<file path="src/verilog/pat_pkg.sv">
package pat_pkg;

	// ==================================================
	// widths
	// ==================================================
	localparam int D_WIDTH = 8; // fixed, immediate field is 8 bits
	localparam int I_WIDTH = 20; // one instruction
	localparam int NUM_IN_PORTS = 3;
	localparam int CTRL_PC_WIDTH = 10; // pc copy that travels with a decoded slot

	// ==================================================
	// opcodes
	// ==================================================
	typedef enum logic [3:0] {
		OP_OR = 4'd0, OP_AND = 4'd1, OP_ADDM = 4'd2, OP_SUBM = 4'd3,
		OP_ADD = 4'd4, OP_SUB = 4'd5, OP_LDI = 4'd6, OP_LDM = 4'd7,
		OP_BF = 4'd8, OP_BB = 4'd9, OP_STM = 4'd11, OP_ORM = 4'd13,
		OP_ANDM = 4'd14,
		OP_I3 = 4'd15 // escape into i3 space
	} op_i8_e; // 10 and 12 are free, they decode as nop

	typedef enum logic [3:0] {
		I3_SHL = 4'd0, I3_SHLO = 4'd1, I3_SHR = 4'd2, I3_ASR = 4'd3,
		I3_IN = 4'd5, I3_OUT = 4'd8,
		I3_I0 = 4'd15 // escape into i0 space
	} op_i3_e;

	typedef enum logic [3:0] {
		I0_NOT = 4'd0, I0_TEST = 4'd2, I0_NOP = 4'd15
	} op_i0_e;

	typedef enum logic [1:0] {
		COND_Z = 2'd0, // z set
		COND_NZ = 2'd1, // z clear
		COND_N = 2'd2, // n set
		COND_AL = 2'd3 // always
	} cond_e;

	typedef enum logic [3:0] {
		ALU_OR, ALU_AND, ALU_ADD, ALU_SUB, ALU_NOT,
		ALU_SHL, ALU_SHLO, ALU_SHR, ALU_ASR, ALU_PASS_B
	} alu_op_e;

	typedef enum logic [1:0] {SRC_IMM, SRC_MEM, SRC_IN} src_e; // alu b operand

	// instruction word, msb first
	typedef struct packed {
		logic [4:0] fieldp; // reserved
		cond_e cond; // branch condition
		logic field_op; // reserved
		op_i8_e opcode;
		logic [7:0] imm; // i3: {op, x, operand}, i0: {x, op}
	} instr_t;

	localparam instr_t INSTR_NOP = 20'h06ff5; // i8 and i3 prefixes, i0 slot

	// decoded slot, all zero means nothing happens
	typedef struct packed {
		alu_op_e alu_op;
		src_e src;
		logic writes_acc;
		logic mem_write; // stm
		logic set_flags; // test
		logic out_strobe; // out
		logic branch; // bf or bb
		logic branch_back; // bb
		cond_e cond;
		logic [D_WIDTH-1:0] imm;
		logic [CTRL_PC_WIDTH-1:0] pc; // own address, base for branch target
	} ctrl_t;

endpackage

</file>
<file path="src/verilog/decoder.sv">
`timescale 1ns/1ps

// classify i8 / i3 / i0 and register the control slot
module decoder import pat_pkg::*; #(
	parameter int i_adr_width = 10
) (
	input logic clk,
	input logic reset,
	input instr_t i_instr,
	input logic [i_adr_width-1:0] i_instr_pc,
	input logic i_jump, // squash the slot headed for execute
	output ctrl_t o_ctrl
);

	op_i3_e op_i3;
	op_i0_e op_i0;
	logic is_i8;
	logic is_i3;
	logic live; // slot does something
	ctrl_t ctrl_d;

	assign op_i3 = op_i3_e'(i_instr.imm[7:4]);
	assign op_i0 = op_i0_e'(i_instr.imm[3:0]);
	assign is_i8 = (i_instr.opcode != OP_I3);
	assign is_i3 = !is_i8 && (op_i3 != I3_I0); // anything left is i0

	always_comb
	begin
		ctrl_d = '0;
		ctrl_d.cond = i_instr.cond; // only looked at for branches
		ctrl_d.pc = CTRL_PC_WIDTH'(i_instr_pc);
		if (is_i8)
		begin
			ctrl_d.imm = i_instr.imm;
			case (i_instr.opcode)
				OP_OR, OP_ORM: ctrl_d.alu_op = ALU_OR;
				OP_AND, OP_ANDM: ctrl_d.alu_op = ALU_AND;
				OP_ADD, OP_ADDM: ctrl_d.alu_op = ALU_ADD;
				OP_SUB, OP_SUBM: ctrl_d.alu_op = ALU_SUB;
				default: ctrl_d.alu_op = ALU_PASS_B; // ldi, ldm
			endcase
			// memory operand forms
			if (i_instr.opcode inside {OP_ORM, OP_ANDM, OP_ADDM, OP_SUBM, OP_LDM})
				ctrl_d.src = SRC_MEM;
			ctrl_d.writes_acc = i_instr.opcode inside {OP_OR, OP_AND, OP_ADD, OP_SUB,
				OP_ORM, OP_ANDM, OP_ADDM, OP_SUBM, OP_LDI, OP_LDM};
			ctrl_d.mem_write = (i_instr.opcode == OP_STM);
			ctrl_d.branch = (i_instr.opcode inside {OP_BF, OP_BB}); // cond tested later
			ctrl_d.branch_back = (i_instr.opcode == OP_BB);
		end
		else if (is_i3)
		begin
			ctrl_d.imm = D_WIDTH'(i_instr.imm[2:0]); // 3 bit operand only
			case (op_i3)
				I3_SHL: ctrl_d.alu_op = ALU_SHL;
				I3_SHLO: ctrl_d.alu_op = ALU_SHLO;
				I3_SHR: ctrl_d.alu_op = ALU_SHR;
				I3_ASR: ctrl_d.alu_op = ALU_ASR;
				default: ctrl_d.alu_op = ALU_PASS_B; // in
			endcase
			if (op_i3 == I3_IN)
				ctrl_d.src = SRC_IN;
			ctrl_d.writes_acc = op_i3 inside {I3_SHL, I3_SHLO, I3_SHR, I3_ASR, I3_IN};
			ctrl_d.out_strobe = (op_i3 == I3_OUT);
		end
		else
		begin
			ctrl_d.alu_op = ALU_NOT;
			ctrl_d.writes_acc = (op_i0 == I0_NOT);
			ctrl_d.set_flags = (op_i0 == I0_TEST); // nop and unknown fall through
		end
		// undefined codes collapse to the zero slot
		live = ctrl_d.writes_acc | ctrl_d.mem_write | ctrl_d.set_flags
			| ctrl_d.out_strobe | ctrl_d.branch;
		if (!live)
			ctrl_d = '0;
	end

	always_ff @(posedge clk)
	begin
		if (reset || i_jump)
			o_ctrl <= '0; // bubble
		else
			o_ctrl <= ctrl_d;
	end

	// one destination per slot, execute relies on it
	a_single_dest: assert property (
		@(posedge clk) disable iff (reset)
		!(o_ctrl.writes_acc && o_ctrl.mem_write)
	);

endmodule

</file>
<file path="config.mk">
export PLATFORM = sky130hd
export DESIGN_NAME = decoder
export DESIGN_NICKNAME = d
export VERILOG_FILES = /design/src/verilog/pat_pkg.sv /design/src/verilog/decoder.sv
export SDC_FILE = /design/constraint.sdc
export NUM_CORES = 1
export LEC_CHECK = 0
export ABC_AREA = 1
export BUFFER_PORTS_ARGS = -buffer_cell sky130_fd_sc_hd__buf_2
export CAP_MARGIN = 20
export CORE_MARGIN = 8
export CORE_UTILIZATION = 44
export DETAILED_ROUTE_END_ITERATION = 16
export GPL_ROUTABILITY_DRIVEN = 0
export PLACE_DENSITY = 0.77
export RECOVER_POWER = 25
export SYNTH_ARGS = -nofsm -noshare
export SYNTH_HDL_FRONTEND = slang
export SYNTH_SLANG_ARGS = --single-unit
export TNS_END_PERCENT = 5
</file>
<file path="constraint.sdc">
create_clock -name clk -period 1.78 [get_ports clk]
set_input_delay 0.178 -clock clk [delete_from_list [all_inputs] [get_ports clk]]
set_output_delay 0.178 -clock clk [all_outputs]
set_load 0.1 [all_outputs]
</file>
## Word-level counts from Yosys, hierarchy flattened

Memories as Yosys holds them, arrays and structs flattened.
Cells that the tools add are included.

- Register bits: 32
- Latch bits: 0
- Memory bits (writable): 0
- Memory bits (read-only): 48
- Input bits: 33
- Output and inout bits: 32
- Word-level logic and storage cells: 64
- Memories: 1

Memories:

| memory | depth | bits a word | rd ports | clocked after memory_dff | wr ports | line | RTL |
|---|---|---|---|---|---|---|---|
| (name not given) | 16 | 3 | 1 | 0 | 0 | decoder.sv:35 | `case (i_instr.opcode)` |

- $add $sub $neg: 0
- Multiply operators: 0
- Divide/modulo/power cells: 0
- $lt $le $gt $ge: 0
- Equal/unequal tests: 20
- Shift operators: 0
- Mux-type cells: 14
- Bitwise operators: 6
- Reduce and logical (&&, ||, !) cells: 12

Operators by type and width:

| operator | number |
|---|---|
| $eq A4 B4 Y1 const B | 6 |
| $eq A4 B2 Y1 const B | 5 |
| $eq A4 B3 Y1 const B | 5 |
| $pmux W4 S4 | 1 |
| $logic_not A4 Y1 | 3 |
| $reduce_bool A10 Y1 | 1 |
| $reduce_bool A5 Y1 | 2 |
| $eq A4 B1 Y1 const B | 2 |
| $mux W2 | 4 |
| $mux W8 | 1 |
| $ne A4 B4 Y1 const B | 2 |
| $mux W7 | 1 |
| $mux W1 | 5 |
| $mux W4 | 1 |
| $or A1 B1 Y1 | 4 |
| $mux W3 | 1 |
| $reduce_or A3 Y1 | 1 |
| $not A1 Y1 | 2 |
| $reduce_bool A2 Y1 | 1 |
| $reduce_or A2 Y1 | 1 |
| $logic_and A1 B1 Y1 | 1 |
| $logic_not A1 Y1 | 1 |
| $logic_or A1 B1 Y1 | 1 |

## Longest topological paths before layout

- Depth in word-level cells: 11
- Depth in mapped cells: 13
- Depth with buffers taken out: 12

## Worst setup path after synthesis

OpenSTA, ideal clock, no wires.

- Path kind: input to register
- From: input i_instr[8] in the netlist's numbering
- To: register o_ctrl[29] in the netlist's numbering
- Setup time: 115 ps
- Arrival: 1,256 ps
- Required time: 1,665 ps
- Setup slack: 409 ps
- Cell stages on the path: 11
- Path buffers: 1
- Cell sequence: ha_1 inv_1 nor2_4 nand2_1 nor2_1 nor2_1 nand2_2 nand3_2 nand2_2 buf_6 nor2_1

- Word-level cells in the longest chain between the ends: 11
- Elaborated cells on any way between the ends: 33
- Classes of those cells: eq/ne: 13; mux: 8; bitwise: 5; reduce/logical: 6; memory: 1

Ends and longest elaborated chain:

| element | line | RTL |
|---|---|---|
| start: declaration | decoder.sv:9 | `input instr_t i_instr,` |
| $ne A4 B4 Y1 | decoder.sv:24 | `assign is_i8 = (i_instr.opcode != OP_I3);` |
| $logic_not A1 Y1 | decoder.sv:25 | `assign is_i3 = !is_i8 && (op_i3 != I3_I0);` |
| $logic_and A1 B1 Y1 | decoder.sv:25 |  |
| $mux W1 | decoder.sv:51 | `else if (is_i3)` |
| $mux W7 | decoder.sv:32 | `if (is_i8)` |
| $or A1 B1 Y1 (2 in a row) | decoder.sv:73 | `live = ctrl_d.writes_acc \| ctrl_d.mem_write \| ctrl_d.set_flags` |
| $or A1 B1 Y1 (2 in a row) | decoder.sv:74 | `\| ctrl_d.out_strobe \| ctrl_d.branch;` |
| $not A1 Y1 (no line) | -- |  |
| $reduce_or A2 Y1 (no line) | -- |  |
| end signal: assignment | decoder.sv:84 | `o_ctrl <= ctrl_d;` |
| end: declaration | decoder.sv:12 | `output ctrl_t o_ctrl` |

Parallel ways exist; a longest one is shown, timed or not.
A chain may end at the register's enable or synchronous reset.

## Worst setup path after layout

- From: input i_instr[9] in the netlist's numbering
- To: register o_ctrl[4] in the netlist's numbering

- Word-level cells in the longest chain between the ends: 11
- Elaborated cells on any way between the ends: 31
- Classes of those cells: eq/ne: 13; mux: 7; bitwise: 5; reduce/logical: 6

Ends and longest elaborated chain:

| element | line |
|---|---|
| $ne A4 B4 Y1 | decoder.sv:24 |
| $logic_not A1 Y1 | decoder.sv:25 |
| $logic_and A1 B1 Y1 | decoder.sv:25 |
| $mux W1 | decoder.sv:51 |
| $mux W7 | decoder.sv:32 |
| $or A1 B1 Y1 (2 in a row) | decoder.sv:73 |
| $or A1 B1 Y1 | decoder.sv:74 |
| $or A1 B1 Y1 * | decoder.sv:74 |
| $not A1 Y1 (no line) * | -- |
| $reduce_or A2 Y1 (no line) * | -- |

Mark *: on every way between the ends. The rest lies on a longest branch, timed or not.

==> implementation parameters <==
Parameter                              Value

Outcome
  Status ... finished, final reports clean

Synthesis
  Net count after synthesis ... roughly 210
  Post-synth top area share ... 0.4914
  Post-Synthesis Cell Area ... about 1300 um2
  Synth top cells by count ... nor2_1 (47), inv_1 (36), dfxtp_1 (32)
  Most used flip-flop cell after synthesis ... dfxtp_1
  Number of flops mapped to enable cells by yosys ... 0
  Library cell with the largest summed area after synthesis ... dfxtp_1
  Most common cell in the synthesized netlist ... nor2_1
  Share of flip-flops with an asynchronous set or reset after synthesis ... 0
  Cells taking the most area after synthesis ... dfxtp_1 (49%), nor2_1 (14%), inv_1 (10%)
  Library cells used by synthesis ... 19
  Post-Synthesis Cells ... 173
  Yosys Warn Count ... 0
  Average cell area after synthesis ... around 7.5 um2
  Synthesis-stage register bit count ... 32
  Fraction of the yosys area taken by sequential cells ... 0.4914

Global routing
  Pin count of the biggest net entering global routing ... 18
  Number of global-route vias before repair ... between 1000 and 1500
  Combined global-route utilization of all metal layers ... 0.1166
  Initial antenna violation count ... 0
  Remaining Overflow, GRT ... 0
  Global-route wire length before repair ... about 4.7 mm

Min path
  Worst min-delay path startpoint ... i_jump
  Worst Hold End ... o_ctrl[21]
  HP Class ... in2reg
  Hold depth ... 2

Timing
  Final Max Tran Viols ... 0
  Final total negative setup slack ... 0 ns
  Setup repair after global routing missed its margin ... no
  Endpoints failing setup ... 0
  Share of the cycle needed by the critical path after routing ... 0.7907
  Fmax ... ~710 MHz
  Relative slew margins ... 0.6326
  Hold Violations, Final ... 0
  Worst slew pin tran ... 0.5534 ns
  Final critical-path required period ... about 1.4 ns

Floorplan
  Starting utilization of the core area ... 0.4687
  Total number of placement rows ... 19
  Die height ... 70.44 um
  Die extent in x ... about 70 um
  Num ports ... between 60 and 70
  Die Outline Area ... roughly 5000 um2
  Placeable core area ... roughly 2800 um2

Worst setup path
  Worst setup EP type ... flip-flop
  Setup CP Type ... in2reg
  Startpoint types ... input port
  CP required ... ~2.0 ns
  Arrival @ worst endpoint ... 1.63 ns
  CP Max Fanout ... 6

Cells and area
  Largest reg by FF count ... o_ctrl
  Antenna fix cells ... 0
  Layout-stage area growth over the synthesis result ... 30.33%
  Largest registers in the final layout ... o_ctrl (32)
  Fraction of final layout cells with drive strength greater than 1 ... 0.3025
  Flip-flop count of the largest register, all copies and words added ... 32
  Post-layout net count ... 278
  Final standard cell area without fillers ... 1699 um2

Clocking
  CTS max path bufs ... 2
  CTS H-tree depth ... 2
  CTS buffer count ... 5
  Clock slew at reported path FFs ... 0.09 ns
  CTS root buf ... clkbuf_4
  Number of clock sinks ... 32
  Post-CTS setup repair buffer count ... 0
  Cts repair resizes ... 0
  TritonCTS clock tree ... yes
  CTS hold repair buffers ... 0

Detailed routing
  Via count ... about 1200
  Mean routed wirelength per cell ... ~11 um
  Initial DRC count ... 67
  Post-route DRC ... 0
  Final Routed Wirelength ... between 2 and 3 mm
  Routed via count divided by cell count ... ~4.4
  Number of nets with antenna violations after routing ... 0
  Iteration count of the initial detailed-routing pass ... 4

Power and ir drop
  IR drop worst, VDD ... about 0.64 mV
  Leakage ... approximately 1 nW
  Ratio of total power to cell area ... between 900 and 1000 nW/um2

Placement
  Post-detailed-placement half-perimeter wirelength ... 2.289 mm
  Cell area after placement ... between 1500 and 2000 um2
  I/O Buffers ... 58

Job
  Max Cap Viol ... 0
## metrics by stage
step,utilization,instances,worst slack (ns),power [W],hold WS (ns)
floorplan,-,173,0.4088,0.001033,0.2548
finish,0.6109,269,0.3726,0.001542,0.01836
global route,0.6109,269,0.1687,0.001618,0.001351
detailed placement,0.5888,262,0.1078,0.001113,0.3674
CTS,0.6122,269,0.4688,0.001563,0.005947
global placement,0.5888,262,0.1277,0.001110,0.3572
## cells by family (layout without fill, tap and decap cells)
logic type      count (synthesis)  after routing  share of synthesized area
fa+ha+maj                       7              7                    0.06718
buf+inv                        38            103                     0.1209
flops                          32             32                     0.4914
simple gates                   86             86                     0.2802
compound gates                 10             10                    0.04031
## where the power goes
| group | total (W) | internal (W) | switching, W | leakage [nW] |
|---|---|---|---|---|
| logic | 0.000350 | 0.0000780 | 0.000272 | 0.703 |
| registers | 0.000744 | 0.000739 | 0.00000496 | 0.260 |
| clock network | 0.000448 | 0.000224 | 0.000224 | 0.0374 |
## critical path, stage by stage
cell and delay [ns]:
clkbuf_1 0.15, ha_1 0.27, inv_1 0.10, nor2_4 0.16, nand2_1 0.12, nor2_1 0.13, nor2_1 0.07, nand2_2 0.07
nand3_2 0.08, nand2_2 0.10, buf_4 0.15, nor2_1 0.04
## how the worst max path moves through the flow
stage | start | endpoint | cells after the start
final | i_instr[9] | o_ctrl[4] | 12
after global routing | i_instr[9] | o_ctrl[4] | 12
after CTS | i_instr[8] | o_ctrl[29] | 12
after detailed placement | i_instr[8] | o_ctrl[15] | 11
after global placement | i_instr[8] | o_ctrl[26] | 11
after floorplan | i_instr[8] | o_ctrl[29] | 11
## area by class of cell
class / instances / area (um2)
Clock buffer: 7 / 65.06
Tap cell: 31 / 38.79
Timing Repair Buffer: 60 / 316.6
Inverter: 36 / 135.1
Fill cell: 279 / 1082
Sequential cell: 32 / 640.6
Multi-Input combinational cell: 103 / 503.0
## per-layer routing
| layer | up-vias | global-route usage | routed length, um |
|---|---|---|---|
| met1 | 493 | 0.1184 | 1177 |
| met4 | 0 | 0.05357 | 55 |
| met3 | 6 | 0.07486 | 353 |
| li1 | 640 | - | - |
| met2 | 46 | 0.1831 | 1251 |
| met5 | - | 0 | 0 |
## layout by cell type, fill, tap and decap left out
cell / instances
nor2_1: 47
buf_2: 44
inv_1: 36
dfxtp_1: 32
nand2_1: 23
clkbuf_2: 13
ha_1: 7
o21ai_0: 6
nand3_1: 5
clkbuf_4: 5
nand2_2: 2
nand4_1: 2
nor3_1: 2
a21oi_1: 2
clkbuf_8: 2
nor2_4: 1
or2_2: 1
nor2_2: 1
nand3_2: 1
a31oi_1: 1
o22ai_1: 1
and2_1: 1
clkbuf_1: 1
buf_12: 1
buf_4: 1
Note: power is estimated with default switching activity, not from simulation.
