==> src/verilog/pat_pkg.sv <==
package pat_pkg;

	// ==================================================
	// widths
	// ==================================================
	localparam int D_WIDTH = 8; // fixed, immediate field is 8 bits
	localparam int I_WIDTH = 20; // one instruction
	localparam int NUM_IN_PORTS = 3;
	localparam int CTRL_PC_WIDTH = 10; // pc copy that travels with a decoded slot

	// ==================================================
	// opcodes
	// ==================================================
	typedef enum logic [3:0] {
		OP_OR = 4'd0, OP_AND = 4'd1, OP_ADDM = 4'd2, OP_SUBM = 4'd3,
		OP_ADD = 4'd4, OP_SUB = 4'd5, OP_LDI = 4'd6, OP_LDM = 4'd7,
		OP_BF = 4'd8, OP_BB = 4'd9, OP_STM = 4'd11, OP_ORM = 4'd13,
		OP_ANDM = 4'd14,
		OP_I3 = 4'd15 // escape into i3 space
	} op_i8_e; // 10 and 12 are free, they decode as nop

	typedef enum logic [3:0] {
		I3_SHL = 4'd0, I3_SHLO = 4'd1, I3_SHR = 4'd2, I3_ASR = 4'd3,
		I3_IN = 4'd5, I3_OUT = 4'd8,
		I3_I0 = 4'd15 // escape into i0 space
	} op_i3_e;

	typedef enum logic [3:0] {
		I0_NOT = 4'd0, I0_TEST = 4'd2, I0_NOP = 4'd15
	} op_i0_e;

	typedef enum logic [1:0] {
		COND_Z = 2'd0, // z set
		COND_NZ = 2'd1, // z clear
		COND_N = 2'd2, // n set
		COND_AL = 2'd3 // always
	} cond_e;

	typedef enum logic [3:0] {
		ALU_OR, ALU_AND, ALU_ADD, ALU_SUB, ALU_NOT,
		ALU_SHL, ALU_SHLO, ALU_SHR, ALU_ASR, ALU_PASS_B
	} alu_op_e;

	typedef enum logic [1:0] {SRC_IMM, SRC_MEM, SRC_IN} src_e; // alu b operand

	// instruction word, msb first
	typedef struct packed {
		logic [4:0] fieldp; // reserved
		cond_e cond; // branch condition
		logic field_op; // reserved
		op_i8_e opcode;
		logic [7:0] imm; // i3: {op, x, operand}, i0: {x, op}
	} instr_t;

	localparam instr_t INSTR_NOP = 20'h06ff5; // i8 and i3 prefixes, i0 slot

	// decoded slot, all zero means nothing happens
	typedef struct packed {
		alu_op_e alu_op;
		src_e src;
		logic writes_acc;
		logic mem_write; // stm
		logic set_flags; // test
		logic out_strobe; // out
		logic branch; // bf or bb
		logic branch_back; // bb
		cond_e cond;
		logic [D_WIDTH-1:0] imm;
		logic [CTRL_PC_WIDTH-1:0] pc; // own address, base for branch target
	} ctrl_t;

endpackage

==> src/verilog/alu.sv <==
`timescale 1ns/1ps

// accumulator alu, a is always the accumulator
module alu import pat_pkg::*; (
	input logic [D_WIDTH-1:0] i_a,
	input logic [D_WIDTH-1:0] i_b,
	input alu_op_e i_op,
	output logic [D_WIDTH-1:0] o_y
);

	logic [2:0] shamt; // shifts only look at b[2:0]
	logic [D_WIDTH-1:0] shl_y;
	logic [D_WIDTH-1:0] shlo_y;
	logic [D_WIDTH-1:0] shr_y;
	logic [D_WIDTH-1:0] asr_y;
	logic [D_WIDTH-1:0] shift_y;
	logic is_sub;
	logic [D_WIDTH-1:0] addsub_y;

	// ==================================================
	// shifter
	// ==================================================
	assign shamt = i_b[2:0];
	assign shl_y = i_a << shamt;
	assign shlo_y = shl_y | ~({D_WIDTH{1'b1}} << shamt); // ones into the vacated bits
	assign shr_y = i_a >> shamt;
	assign asr_y = $signed(i_a) >>> shamt; // sign fill

	always_comb
	begin
		case (i_op)
			ALU_SHL: shift_y = shl_y;
			ALU_SHLO: shift_y = shlo_y;
			ALU_SHR: shift_y = shr_y;
			default: shift_y = asr_y;
		endcase
	end

	// one adder for add and sub, invert b and carry in on sub
	assign is_sub = (i_op == ALU_SUB);
	assign addsub_y = i_a + (is_sub ? ~i_b : i_b) + D_WIDTH'(is_sub);

	// ==================================================
	// result select
	// ==================================================
	always_comb
	begin
		case (i_op)
			ALU_OR: o_y = i_a | i_b;
			ALU_AND: o_y = i_a & i_b;
			ALU_ADD, ALU_SUB: o_y = addsub_y;
			ALU_NOT: o_y = ~i_a;
			ALU_SHL, ALU_SHLO, ALU_SHR, ALU_ASR: o_y = shift_y;
			default: o_y = i_b; // pass_b, loads and in
		endcase
	end

endmodule

==> src/verilog/execute.sv <==
`timescale 1ns/1ps

// accumulator, flags, data memory, output port and branch resolve
module execute import pat_pkg::*; #(
	parameter int i_adr_width = 10,
	parameter int d_adr_width = 4
) (
	input logic clk,
	input logic reset,
	input ctrl_t i_ctrl,
	input logic [D_WIDTH-1:0] i_in_port [NUM_IN_PORTS],
	output logic o_jump, // combinational, during the branch's own cycle
	output logic [i_adr_width-1:0] o_jump_target,
	output logic [D_WIDTH-1:0] o_out_port,
	output logic o_out_strobe
);

	localparam int dmem_words = 2 ** d_adr_width;

	logic [D_WIDTH-1:0] acc;
	logic flag_z;
	logic flag_n;
	logic [D_WIDTH-1:0] dmem [dmem_words];
	logic [d_adr_width-1:0] dmem_adr;
	logic [D_WIDTH-1:0] dmem_rd;
	logic [D_WIDTH-1:0] in_sel;
	logic [D_WIDTH-1:0] alu_b;
	logic [D_WIDTH-1:0] alu_y;
	logic cond_ok;
	logic [i_adr_width-1:0] br_pc;
	logic [i_adr_width-1:0] br_fwd;
	logic [i_adr_width-1:0] br_back;

	// ==================================================
	// operand b
	// ==================================================
	assign dmem_adr = i_ctrl.imm[d_adr_width-1:0]; // low imm bits
	assign dmem_rd = dmem[dmem_adr];

	always_ff @(posedge clk)
	begin
		if (i_ctrl.mem_write)
			dmem[dmem_adr] <= acc; // stm
	end

	// one-hot port select, anything else reads port 0
	always_comb
	begin
		case (i_ctrl.imm[2:0])
			3'b010: in_sel = i_in_port[1];
			3'b100: in_sel = i_in_port[2];
			default: in_sel = i_in_port[0];
		endcase
	end

	always_comb
	begin
		case (i_ctrl.src)
			SRC_MEM: alu_b = dmem_rd;
			SRC_IN: alu_b = in_sel;
			default: alu_b = i_ctrl.imm;
		endcase
	end

	alu alu_i (
		.i_a(acc),
		.i_b(alu_b),
		.i_op(i_ctrl.alu_op),
		.o_y(alu_y)
	);

	// ==================================================
	// commit
	// ==================================================
	always_ff @(posedge clk)
	begin
		if (reset)
		begin
			acc <= '0;
			flag_z <= 1'b0;
			flag_n <= 1'b0;
			o_out_strobe <= 1'b0;
		end
		else
		begin
			if (i_ctrl.writes_acc)
				acc <= alu_y;
			if (i_ctrl.set_flags)
			begin
				flag_z <= (acc == '0); // test looks at acc as it stands
				flag_n <= acc[D_WIDTH-1];
			end
			o_out_strobe <= i_ctrl.out_strobe; // single cycle pulse
		end
	end

	always_ff @(posedge clk)
	begin
		if (i_ctrl.out_strobe)
			o_out_port <= acc;
	end

	// branch against flags already committed
	always_comb
	begin
		case (i_ctrl.cond)
			COND_Z: cond_ok = flag_z;
			COND_NZ: cond_ok = !flag_z;
			COND_N: cond_ok = flag_n;
			COND_AL: cond_ok = 1'b1;
			default: cond_ok = 1'b1;
		endcase
	end

	assign o_jump = i_ctrl.branch && cond_ok;

	assign br_pc = i_ctrl.pc[i_adr_width-1:0];
	assign br_fwd = br_pc + {{(i_adr_width-D_WIDTH){i_ctrl.imm[D_WIDTH-1]}}, i_ctrl.imm};
	assign br_back = br_pc - {{(i_adr_width-D_WIDTH){1'b0}}, i_ctrl.imm}; // bb 0 spins
	assign o_jump_target = i_ctrl.branch_back ? br_back : br_fwd;

	// decoder squash keeps a second jump from following straight on
	a_jump_then_bubble: assert property (
		@(posedge clk) disable iff (reset)
		o_jump |-> i_ctrl.branch ##1 !o_jump
	);

endmodule

==> config.mk <==
export PLATFORM = sky130hd
export DESIGN_NAME = execute
export DESIGN_NICKNAME = d
export VERILOG_FILES = /design/src/verilog/pat_pkg.sv /design/src/verilog/alu.sv /design/src/verilog/execute.sv
export SDC_FILE = /design/constraint.sdc
export NUM_CORES = 1
export LEC_CHECK = 0
export BUFFER_PORTS_ARGS = -buffer_cell sky130_fd_sc_hd__buf_2
export CAP_MARGIN = 20
export CORE_MARGIN = 1.5
export CORE_UTILIZATION = 65
export DETAILED_ROUTE_END_ITERATION = 12
export PLACE_DENSITY = 0.91
export SLEW_MARGIN = 25
export SYNTH_ARGS = -nofsm -noshare
export SYNTH_HDL_FRONTEND = slang
export SYNTH_HIERARCHICAL = 1
export SYNTH_SLANG_ARGS = --single-unit
export TNS_END_PERCENT = 1
==> constraint.sdc <==
create_clock -name clk -period 9 [get_ports clk]
set_input_delay 2.25 -clock clk [delete_from_list [all_inputs] [get_ports clk]]
set_output_delay 2.25 -clock clk [all_outputs]
set_load 0.1 [all_outputs]
## Word level (Yosys, flattened, before mapping)

Memory sizes are Yosys's and may differ from the RTL's.
Index checks and enable logic that the tools add are counted.

| storage, ports and cells | value |
|---|---|
| memories kept | 1 |
| flip-flop bits (word level) | 19 |
| output and inout bits | 20 |
| word-level logic and storage cells | 51 |
| memory bits (writable) | 128 |
| bits of input ports | 58 |

| cells by class | value |
|---|---|
| $add $sub $neg | 4 |
| reduce and logical (&&, ||, !) cells | 7 |
| bitwise logic cells | 6 |
| mux-type cells | 9 |
| eq/ne operators | 15 |
| shifts and indexed selects | 4 |

Memory list:

| memory | depth | bits a word | read ports | clocked after Yosys merged registers in | wr ports | line | RTL |
|---|---|---|---|---|---|---|---|
| dmem | 16 | 8 | 1 | 0 | 1 | execute.sv:23 | `logic [D_WIDTH-1:0] dmem [dmem_words];` |

Operators with widths:

| cell | count |
|---|---|
| $pmux 8 s5 | 1 |
| $pmux 8 s2 | 2 |
| $not 8->8 | 3 |
| $pmux 8 s3 | 1 |
| $eq 4x3->1 const B | 4 |
| $or 8x8->8 | 2 |
| $add 10x10->10 | 1 |
| $mux 10 | 1 |
| $sub 10x8->10 | 1 |
| $add 8x1->8 | 1 |
| $add 8x8->8 | 1 |
| $and 8x8->8 | 1 |
| $eq 4x2->1 const B | 2 |
| $logic_not 8->1 | 1 |
| $mux 8 | 1 |
| $shl 8x3->8 | 1 |
| $shl 8x3->8 const A | 1 |
| $shr 8x3->8 | 1 |
| $sshr 8x3->8 | 1 |
| $eq 2x2->1 const B | 3 |
| $eq 2x1->1 const B | 2 |
| $eq 4x1->1 const B | 1 |
| $eq 4x4->1 const B | 1 |
| $logic_not 4->1 | 1 |
| 9 further kinds | 10 |

## Depth between registers and ports, before layout

Gate-level depths: netlist of the first run.

| depth | value |
|---|---|
| depth after elaboration | 8 |
| gate-level depth with buffers | 22 |
| gate-level depth less buffers | 17 |

## By module

Netlist of the first run, hierarchy kept.

By module, submodules not included:

| module | area each (sq um) | times used | cells an instance | sequential area each (sq um) |
|---|---|---|---|---|
| execute | 6718.9 | 1 | 414 | 4304.1 |
| alu | 1667.8 | 1 | 241 | 0.0 |

## Worst setup path after synthesis of the first run

Ideal clock, no wire load.

| timing path | value |
|---|---|
| path kind | input port to output port |
| start point | input i_ctrl[11] in the netlist's numbering |
| end point | output o_jump_target[9] |
| setup slack | 990 ps |
| path buffers | 2 |
| required time | 6750 ps |
| arrival time | 5760 ps |
| stages on the path | 13 |
| cell sequence | clkbuf_8 buf_2 inv_1 ha_1 ha_1 inv_1 mux2i_1 ha_1 o21a_1 o31a_1 a41oi_1 a21boi_0 a2bb2oi_1 |

| between the ends | value |
|---|---|
| word-level cells in the longest chain between the ends | 2 |
| elaborated cells on any way between the ends | 3 |
| classes of those cells | add/sub: 2; mux: 1 |

RTL lines:

| item | line | RTL |
|---|---|---|
| start, declared | execute.sv:10 | `input ctrl_t i_ctrl,` |
| $add 10x10->10 / $sub 10x8->10 (equally long branches) | execute.sv:118, execute.sv:119 |  |
| $mux 10 * | execute.sv:120 | `assign o_jump_target = i_ctrl.branch_back ? br_back : br_fwd;` |
| end, declared | execute.sv:13 | `output logic [i_adr_width-1:0] o_jump_target,` |

Mark *: on every way between the ends. The rest lies on a longest branch, timed or not.

## Worst setup path in the final report of the first run

| timing path | value |
|---|---|
| start point | input i_ctrl[13] in the netlist's numbering |
| end point | output o_jump_target[9] |

Same word-level chain as after synthesis.

==> flow_summary.ini, run 1 <==
[synth]
synth_common_cells = 136 x edfxtp_1, 56 x nor2_1, 51 x mux2i_1
yosysWarnings = 6
synth_fa_ha_area_share_pct = 4.207
synth_edf_count = 136
synth_seq_cells = 147
synth_top_area_share_pct = 48.69
yosys.cell_count.top_type = edfxtp_1
synth_compound_area_share_pct = 12.02
synthMuxAreaShare_pct = 16.96
syn-mean-instance-area_um2 = 12.80
synthesis.instances = 655
synthDistinctLibCells = 69
synth_top_family_by_area = multiplexers
synthSimpleGateAreaFrac_pct = 8.668
yosysTopAreaCell = edfxtp_1
yosys-top-cells-area = edfxtp_1 49%, mux4_1 6.6%, mux2i_1 6.1%, mux4_2 4.0%, ha_1 3.7%
synth.cell_area_um2 = 8387
ys_async_sr_fraction_pct = 0
synth_xor_area_share_pct = 2.506
synthesis.nets = 740
yosys_most_used_dff = edfxtp_1
ys_seq_area_share_pct = 51.32

[hold_path]
hold_depth = 2
worstHoldStart = flag_z
min_path_type = reg2reg
worst_hold_path.endpoint = flag_z

[layout]
n_fill_cell = 792
n_antenna_cell = 0
drive_above_1_share_pct = 20.33
final_net_count = 805
syn_to_final_growth_pct = 11.88
postLayoutCoreUtil_pct = 74.35

[sta]
hold_viol = 0
slew-limit-headroom_pct = 30.26
final_max_slew_viol_count = 0
setup_slack_ns = 1.397
grt_setup_unrepaired = false
fin_crit_sh_pct = 84.47
fin_hold_ws_ns = 0.4827
fin_crit_ns = 7.603
finalSetupTns_ns = 0
fmax_mhz = 131.5
worst_slew_pin_slew_ns = 1.046
fin_worst_skew_ns = 0.008154
finalSetupViolCount = 0

[grt]
grt_pass1_wl_um = 31770
grt_max_degree = 39
grt_pass1_vias = 5785
antenna_found_initial = 0
grt_util_all_layers_pct = 32.34
grt_overflow = 0

[power]
p_comb_share_pct = 23.0
leakage_nw = 3.575
ir_drop_mv = 0.1606
p_sw_w = 0.0005974
swShare_pct = 31.31
clockPowerShare_pct = 35.9
totalPowerFinal_w = 0.001908
power.density_nw_per_um2 = 203.3
pwr-share-seq_pct = 41.1
p_int_w = 0.001310

[setup_path]
cp_data_required_time_ns = 6.75
crit_top_cell = buf_2
crit_slowest_cell = nor4_1
reg2reg_to = acc[5]
worst_ep_arrival_time_ns = 5.35
crit_path_end_kind = primary output
cp_cell_sequence = buf_2 -> nor4_1 -> a21oi_1 -> xnor2_1 -> ha_1 -> and2_1 -> a41o_1 -> a41oi_1 -> a31oi_1 -> a2bb2oi_1 -> buf_2
start_kind = input port
r2r_cells = 15
reg2reg_from = dmem[8][1]
path_class = in2out
cp_top_family = compound AO/OA/AOI/OAI gates
cp_num_buf_inv = 2
r2r_slack_ns = 4.74
cpPeakStageDelay_ns = 0.62
cp_max_fo = 25

[route]
routed_via_density = 6.726
wl_met2_um = 10390
dr.pass1.iters = 5
ant_nets = 0
wire_per_inst_um = 23.36
drt_iter0_markers = 724
vias = 6087
drc_errors = 0
drt_wl_total_um = 21140
highest_layer = met4
m1WireLength_um = 8062
dr_wl_met3_um = 1922

[floorplanning]
ios = 78
placeableCoreArea_um2 = 12620
initial_core_util_pct = 66.46
dieHeight_um = 116.6
placementRows = 41
die_area_um2 = 13590
fp.dieW_um = 116.6

[run_status]
status = completed

[clock_network]
ctsRootBufferMaster = clkbuf_16
clock_path_buffers = 2
cts.sinks = 147
holdBufCountCts = 0
numCtsBuffers = 17
cts_tree = yes
clk_pin_slew_ns = 0.06
insertion_delay_ns = 0.42
post_cts_buffers = 0
ctsResizeCount = 0
htreeDepth = 4

[placement]
port_buffers = 77
dp_worst_setup_slack_ns = 1.482
hpwl_um = 13810
gp_congestion = 0.9523

[run]
maxCapViolCount = 0
[worst max path at each step]
stage	startpoint	slack, ns	depth (start not counted)	endpoint
6_report	i_ctrl[13]	1.40	11	o_jump_target[9]
3_3_place_gp	i_ctrl[10]	1.72	13	o_jump_target[9]
4_1_cts	i_ctrl[13]	1.44	11	o_jump_target[9]
3_5_place_dp	i_ctrl[13]	1.48	11	o_jump_target[9]
2_1_floorplan	i_ctrl[11]	0.99	13	o_jump_target[9]
5_1_grt	i_ctrl[13]	1.20	11	o_jump_target[9]
[power groups by stage]
stage | Sequential [W] | Clock, W | Combinational, W
final | 0.000785 | 0.000684 | 0.000439
after global routing | 0.000786 | 0.000711 | 0.000465
after CTS | 0.000784 | 0.000685 | 0.000433
after detailed placement | 0.000798 | 0 | 0.000428
after global placement | 0.000796 | 0 | 0.000414
after floorplan | 0.000822 | 0 | 0.000310
[metal layers]
layer | global-route usage [%] | up-vias
met3 | 6.331 | 63
li1 | - | 2696
met1 | 42.02 | 2925
met2 | 52.90 | 403
met4 | 15.74 | 0
met5 | 0 | -
[flip-flops by register name (all words and copies together) (netlist names)]
signal,flops
flag_z,1
flag_n,1
o_out_port,8
dmem,128
o_out_strobe,1
acc,8
[logic make-up (layout without fill, tap and decap cells)]
logic type / Yosys count / in the layout
and+or+nand+nor: 152 / 152
AOI/OAI and AO/OA: 151 / 151
DFF: 147 / 147
muxes: 89 / 89
buffers and inverters: 65 / 143
adders and majority gates: 27 / 27
xor gates and xnor gates: 24 / 24
[cell type report]
cell class	instances	area [um2]	share of cell area [%]
clock buffer	20	436.7	4.654
tap	172	215.2	2.294
sequential	147	4305	45.89
inverter	21	78.83	0.8401
clock inverter	12	135.1	1.440
multi-input combinational	443	3729	39.74
timing repair buffer	90	483.0	5.147
[stage by stage]
step,cell area (um2),std cells
final,9383,905
after global routing,9383,905
after CTS,9382,905
after detailed placement,8810,873
after global placement,8810,873
after floorplan,8387,655
[worst register-to-register path, delay by kind of cell, from the launching register on]
family / cells / cell delay, ns
AO/OA/AOI/OAI: 5 / 1.34
multiplexers: 5 / 1.39
flip-flops: 1 / 0.36
buffers and inverters: 1 / 0.26
adder cells (fa/ha/maj): 1 / 0.30
XOR/XNOR: 1 / 0.33
AND/OR/NAND/NOR: 2 / 0.16
[cell usage in the layout (no fill, tap or decap), drive strengths merged, types with 4 or more instances in the layout]
cell,instances
mux2i,51
a31oi,6
o221ai,5
edfxtp,136
inv,23
nand2,42
xor2,5
dfxtp,11
or3,4
a21o,4
buf,90
xnor2,19
a221oi,6
a21oi,34
ha,25
mux4,36
clkinv,7
o31ai,6
clkbuf,20
a22oi,14
nand2b,7
o21ai,37
nor4,4
nor2b,8
nand3,4
nor3,14
nor2,56
a211o,4
o211ai,4
Power figures use the tool's default switching activity.
==> run 2: changes to the inputs <==
Settings changed: CORE_UTILIZATION 65 to 54, PLACE_DENSITY 0.91 to 0.81.
Clock period 9 ns to 6.15 ns, I/O delays scaled along.
==> run 2 against run 1 <==
Via count fell by 2.5%; count of clock-buffer cells in the layout shrank 3; register-to-register slack got worse by 2.4 ns; critical path depth up 2; first-iteration DRC count is 1.7% lower; worst hold slack better by 0.037 ns; total power rose by 49%; utilization is 12 points lower; global-route usage is 7.4 points lower; sequential cell count is the same; sequential power up 46%.
==> flow_summary.ini, run 2 (synthesized netlist as in run 1, its figures left out) <==
[setup_path]
cp_data_required_time_ns = 4.61
reg2reg_from = dmem[5][1]
r2r_cells = 14
crit_path_end_kind = primary output
start_kind = input port
path_class = in2out
cp_max_fo = 12
r2r_slack_ns = 2.30
reg2reg_to = acc[5]
worst_ep_arrival_time_ns = 4.19

[route]
drc_errors = 0
routed_via_density = 6.432
ant_nets = 0
drt_wl_total_um = 19900
wire_per_inst_um = 21.56
vias = 5937
drt_iter0_markers = 712
dr.pass1.iters = 5

[layout]
drive_above_1_share_pct = 21.09
layout.cells.non_filler = 923
multi_input_area_um2 = 3735
n_fill_cell = 1108
n_antenna_cell = 0
final_cell_mix = 136 x edfxtp_1, 70 x buf_2, 56 x nor2_1
final_net_count = 807
layout_commonest_cell = edfxtp_1
largest_reg_flops = 128
largest-register = dmem
ff_latch_area_um2 = 4305
top_regs = dmem: 128 flops, acc: 8 flops, o_out_port: 8 flops
syn_to_final_growth_pct = 13.83

[sta]
finalSetupViolCount = 0
final_max_slew_viol_count = 0
finalSetupTns_ns = 0
fin_crit_ns = 5.729
fin_crit_sh_pct = 93.16
worst_slew_pin_slew_ns = 1.021
fmax_mhz = 174.5
grt_setup_unrepaired = false
fin_worst_skew_ns = 0.007219
slew-limit-headroom_pct = 31.22
hold_viol = 0

[floorplanning]
fp.dieW_um = 127.6
placementRows = 45
dieHeight_um = 127.6
initial_core_util_pct = 55.17
placeableCoreArea_um2 = 15200
ios = 78
die_area_um2 = 16290

[grt]
grt_pass1_vias = 5692
grt_overflow = 0
grt_pass1_wl_um = 30670
grt_util_all_layers_pct = 24.97
antenna_found_initial = 0
grt_max_degree = 35

[placement]
place_inst = 891
port_buffers = 77
hpwl_um = 13130
gp_congestion = 0.9728

[hold_path]
min_path_type = reg2reg
hold_depth = 2
worst_hold_path.endpoint = flag_n
worstHoldStart = flag_n

[power]
ir_drop_mv = 0.2020
power.density_nw_per_um2 = 298.3
leakage_nw = 3.633

[clock_network]
cts.sinks = 147
holdBufCountCts = 0
ctsRootBufferMaster = clkbuf_16
cts_tree = yes
clk_pin_slew_ns = 0.06
insertion_delay_ns = 0.41
post_cts_buffers = 0
ctsResizeCount = 0
clock_path_buffers = 2
htreeDepth = 4
numCtsBuffers = 17

[run]
maxCapViolCount = 0

[run_status]
status = completed
run 2: cell types whose count changed in the layout (fill, tap and decap cells not counted):
| cell | before | now |
|---|---|---|
| buf_12 | 0 | 7 |
| buf_2 | 77 | 70 |
| inv_6 | 2 | 8 |
| clkbuf_1 | 3 | 0 |
| clkinv_2 | 3 | 0 |
| buf_4 | 13 | 15 |
| clkinv_4 | 4 | 2 |
| inv_8 | 0 | 2 |
| a2bb2oi_1 | 3 | 2 |
| a2bb2oi_2 | 0 | 1 |
| bufinv_16 | 2 | 1 |
| clkinv_8 | 0 | 1 |
run 2: report_power, final:
part | total [W] | internal (W) | switching (W)
clock network | 0.00101 | 0.000576 | 0.000430
registers | 0.00115 | 0.00113 | 0.0000213
logic | 0.000694 | 0.000240 | 0.000454
run 2: how the worst max path moves through the flow:
stage | start | end | cells after the start
global placement | i_ctrl[13] | o_jump_target[9] | 11
CTS | i_ctrl[11] | o_jump_target[8] | 13
detailed placement | i_ctrl[11] | acc[5] | 16
finish | i_ctrl[11] | o_jump_target[8] | 13
floorplan | i_ctrl[11] | o_jump_target[5] | 13
global route | i_ctrl[11] | o_jump_target[9] | 13
run 2: final cells by class:
cell class	count	area share [%]
Timing Repair Buffer	92	6.317
Clock inverter	15	1.717
Tap cell	188	2.464
Inverter	21	0.8257
Multi-Input combinational cell	443	39.12
Sequential cell	147	45.10
Clock buffer	17	4.456
run 2: layer usage:
layer | vias up | routed length (um) | global-route usage (%)
met3 | 55 | 1709 | 5.444
met5 | - | 0 | 0
met4 | 0 | 482 | 9.385
met1 | 2861 | 7838 | 32.42
met2 | 330 | 9867 | 41.53
li1 | 2691 | - | -
run 2: critical path: stages:
cell	delay [ns]
buf_2	0.27
inv_1	0.14
ha_1	0.28
ha_1	0.31
inv_1	0.04
mux2i_1	0.13
ha_1	0.30
nor2b_1	0.17
o21ai_0	0.23
a21oi_1	0.13
o21ai_0	0.24
xnor2_1	0.20
buf_12	0.21
run 2: stage by stage:
stage / worst slack, ns / total power (W) / hold WS (ns) / area [um2] / util, %
global placement: 0.5420 / 0.001831 / 0.4657 / 8956 / 58.91
floorplan: -0.3226 / 0.001658 / 0.4449 / 8393 / -
detailed placement: 0.3222 / 0.001850 / 0.4561 / 8956 / 58.91
CTS: 0.4591 / 0.002850 / 0.4916 / 9545 / 62.79
global route: 0.2334 / 0.002941 / 0.5593 / 9547 / 62.80
finish: 0.4208 / 0.002847 / 0.5200 / 9547 / 62.80
==> run 3: changes to the inputs <==
Settings changed: PLACE_DENSITY 0.81 to 0.82, SYNTH_HIERARCHICAL 1 to default.
==> run 3 against run 2 <==
Wire length increased by 13%; count of clock-buffer cells in the layout unchanged; worst setup slack got worse by 0.081 ns; sequential share of layout area decreased by 0.14 points; largest power group unchanged; critical path depth rose by 1; highest routed layer unchanged.
==> flow_summary.ini, run 3 <==
[grt]
grt_pass1_vias = 6197
antenna_found_initial = 0
grt_util_all_layers_pct = 29.21
grt_pass1_wl_um = 35090
grt_max_degree = 49
grt_overflow = 0

[route]
routed_via_density = 6.667
wire_per_inst_um = 23.54
drc_errors = 0
drt_wl_total_um = 22550
drt_iter0_markers = 934
dr.pass1.iters = 6
vias = 6387
ant_nets = 0

[synth]
synthesis.instances = 694
synthDistinctLibCells = 70
synth_common_cells = 136 x edfxtp_1, 63 x nor2_1, 48 x nand2_1
synth_edf_count = 136
synth_seq_cells = 147
yosys-top-cells-area = edfxtp_1 50%, mux4_2 6.8%, mux2i_1 3.8%, ha_1 3.3%, nor2_1 2.9%
synthesis.nets = 776
synth_top_area_share_pct = 49.54
ys_seq_area_share_pct = 52.22
ys_async_sr_fraction_pct = 0
synth.cell_area_um2 = 8243
yosys.cell_count.top_type = edfxtp_1
yosys_most_used_dff = edfxtp_1
yosysTopAreaCell = edfxtp_1
syn-mean-instance-area_um2 = 11.88
yosysWarnings = 0

[layout]
largest_reg_flops = 128
final_net_count = 843
final_cell_mix = 136 x edfxtp_1, 69 x buf_2, 63 x nor2_1
syn_to_final_growth_pct = 16.14
fin_area_um2 = 9573
largest-register = dmem
n_antenna_cell = 0
layout_commonest_cell = edfxtp_1
layout.cells.non_filler = 958
top_regs = dmem: 128 flops, acc: 8 flops, o_out_port: 8 flops
drive_above_1_share_pct = 23.64

[placement]
hpwl_um = 14630
gp_congestion = 0.9285
place_inst = 926
port_buffers = 77
placed_area_um2 = 8959

[hold_path]
worstHoldStart = flag_z
hold_depth = 2
min_path_type = reg2reg
worst_hold_path.endpoint = flag_z

[setup_path]
cp_cell_sequence = buf_2 -> buf_12 -> ha_1 -> inv_1 -> fa_1 -> nand2_1 -> nand2_1 -> a21oi_1 -> o21bai_1 -> a21oi_1 -> o21bai_1 -> a21oi_1 -> xnor2_2 -> buf_12
r2r_slack_ns = 2.33
crit_path_end_kind = primary output
r2r_cells = 13
reg2reg_to = acc[7]
path_class = in2out
cpPeakStageDelay_ns = 0.43
reg2reg_from = dmem[15][2]
cp_data_required_time_ns = 4.61
crit_start = i_ctrl[10]
crit_top_cell = a21oi_1
cp_max_fo = 48
start_kind = input port
worst_ep_arrival_time_ns = 4.27
crit_slowest_cell = fa_1

[clock_network]
htreeDepth = 4
ctsResizeCount = 0
numCtsBuffers = 17
ctsRootBufferMaster = clkbuf_16
post_cts_buffers = 0
insertion_delay_ns = 0.44
clk_pin_slew_ns = 0.06
clock_path_buffers = 2
holdBufCountCts = 0
cts.sinks = 147
cts_tree = yes

[floorplanning]
placementRows = 44
fp.dieW_um = 126.6
dieHeight_um = 126.6
die_area_um2 = 16010
ios = 78
initial_core_util_pct = 56.08
placeableCoreArea_um2 = 14700

[sta]
fmax_mhz = 172.1
worst_slew_pin_slew_ns = 0.9319
fin_crit_ns = 5.810
final_max_slew_viol_count = 0
finalSetupViolCount = 0
finalSetupTns_ns = 0
fin_crit_sh_pct = 94.48
grt_setup_unrepaired = false
fin_worst_skew_ns = 0.007088
slew-limit-headroom_pct = 37.65
fin_hold_ws_ns = 0.4779
hold_viol = 0

[run_status]
status = completed

[power]
power.density_nw_per_um2 = 307.0
leakage_nw = 3.542
ir_drop_mv = 0.2129
totalPowerFinal_w = 0.002939

[run]
maxCapViolCount = 0
## run 3: cell types whose count changed after synthesis, sizes merged, moves of 8 or more
cell / change
o21ai: +8
mux4: -11
nand3: +11
mux2i: -20
buf: -10
clkbuf: +14
## run 3: final cells by class
class                      count  area, um2
sequential                   147       4304
timing repair buffer          96      660.6
fill                        1024       5126
inverter                      22      82.58
clock buffer                  17      425.4
tap                          184      230.2
clock inverter                15      185.2
multi-input combinational    477       3685
## run 3: logic make-up (layout without fill, tap and decap cells)
family | Yosys count | count (layout) | synth area share [%]
mux | 63 | 63 | 11.73
flops | 147 | 147 | 52.22
xor+xnor | 26 | 26 | 2.763
fa+ha+maj | 24 | 24 | 3.825
buf+inv | 70 | 150 | 3.810
simple gates | 186 | 186 | 10.94
compound gates | 178 | 178 | 14.71
## run 3: metrics by stage
step / setup slack, ns / utilization [%]
2_1_floorplan: -0.4551 / -
6_report: 0.3396 / 65.13
5_1_grt: 0.05745 / 65.13
4_1_cts: 0.2146 / 65.10
3_5_place_dp: 0.2298 / 60.95
3_3_place_gp: 0.2572 / 60.95
## run 3: worst max path at each step
stage | to | slack, ns
floorplan | o_jump_target[9] | -0.46
global placement | o_jump_target[9] | 0.26
detailed placement | o_jump_target[9] | 0.23
CTS | o_jump_target[9] | 0.21
global route | o_jump_target[9] | 0.06
finish | o_jump_target[8] | 0.34
## run 3: worst max-delay path: cells and delay by family
kind                     cells  cell delay (ns)
buffers and inverters        4             0.71
AND/OR/NAND/NOR              2             0.14
AO/OA/AOI/OAI                5             1.02
adder cells (fa/ha/maj)      2             0.69
XOR/XNOR                     1             0.16
## run 3: power breakdown
group | internal (W) | leakage (nW) | total, W | switching (W)
Combinational | 0.000244 | 1.94 | 0.000726 | 0.000482
Clock | 0.000615 | 0.290 | 0.00108 | 0.000460
Sequential | 0.00113 | 1.31 | 0.00114 | 0.00000798
## run 3: metal layers
layer / vias to the layer above / wire length [um] / global-route usage (%)
met5: - / 0 / 0
met4: 0 / 819 / 11.90
met3: 69 / 2671 / 8.773
met2: 454 / 10400 / 44.91
met1: 3061 / 8661 / 39.09
li1: 2803 / - / -
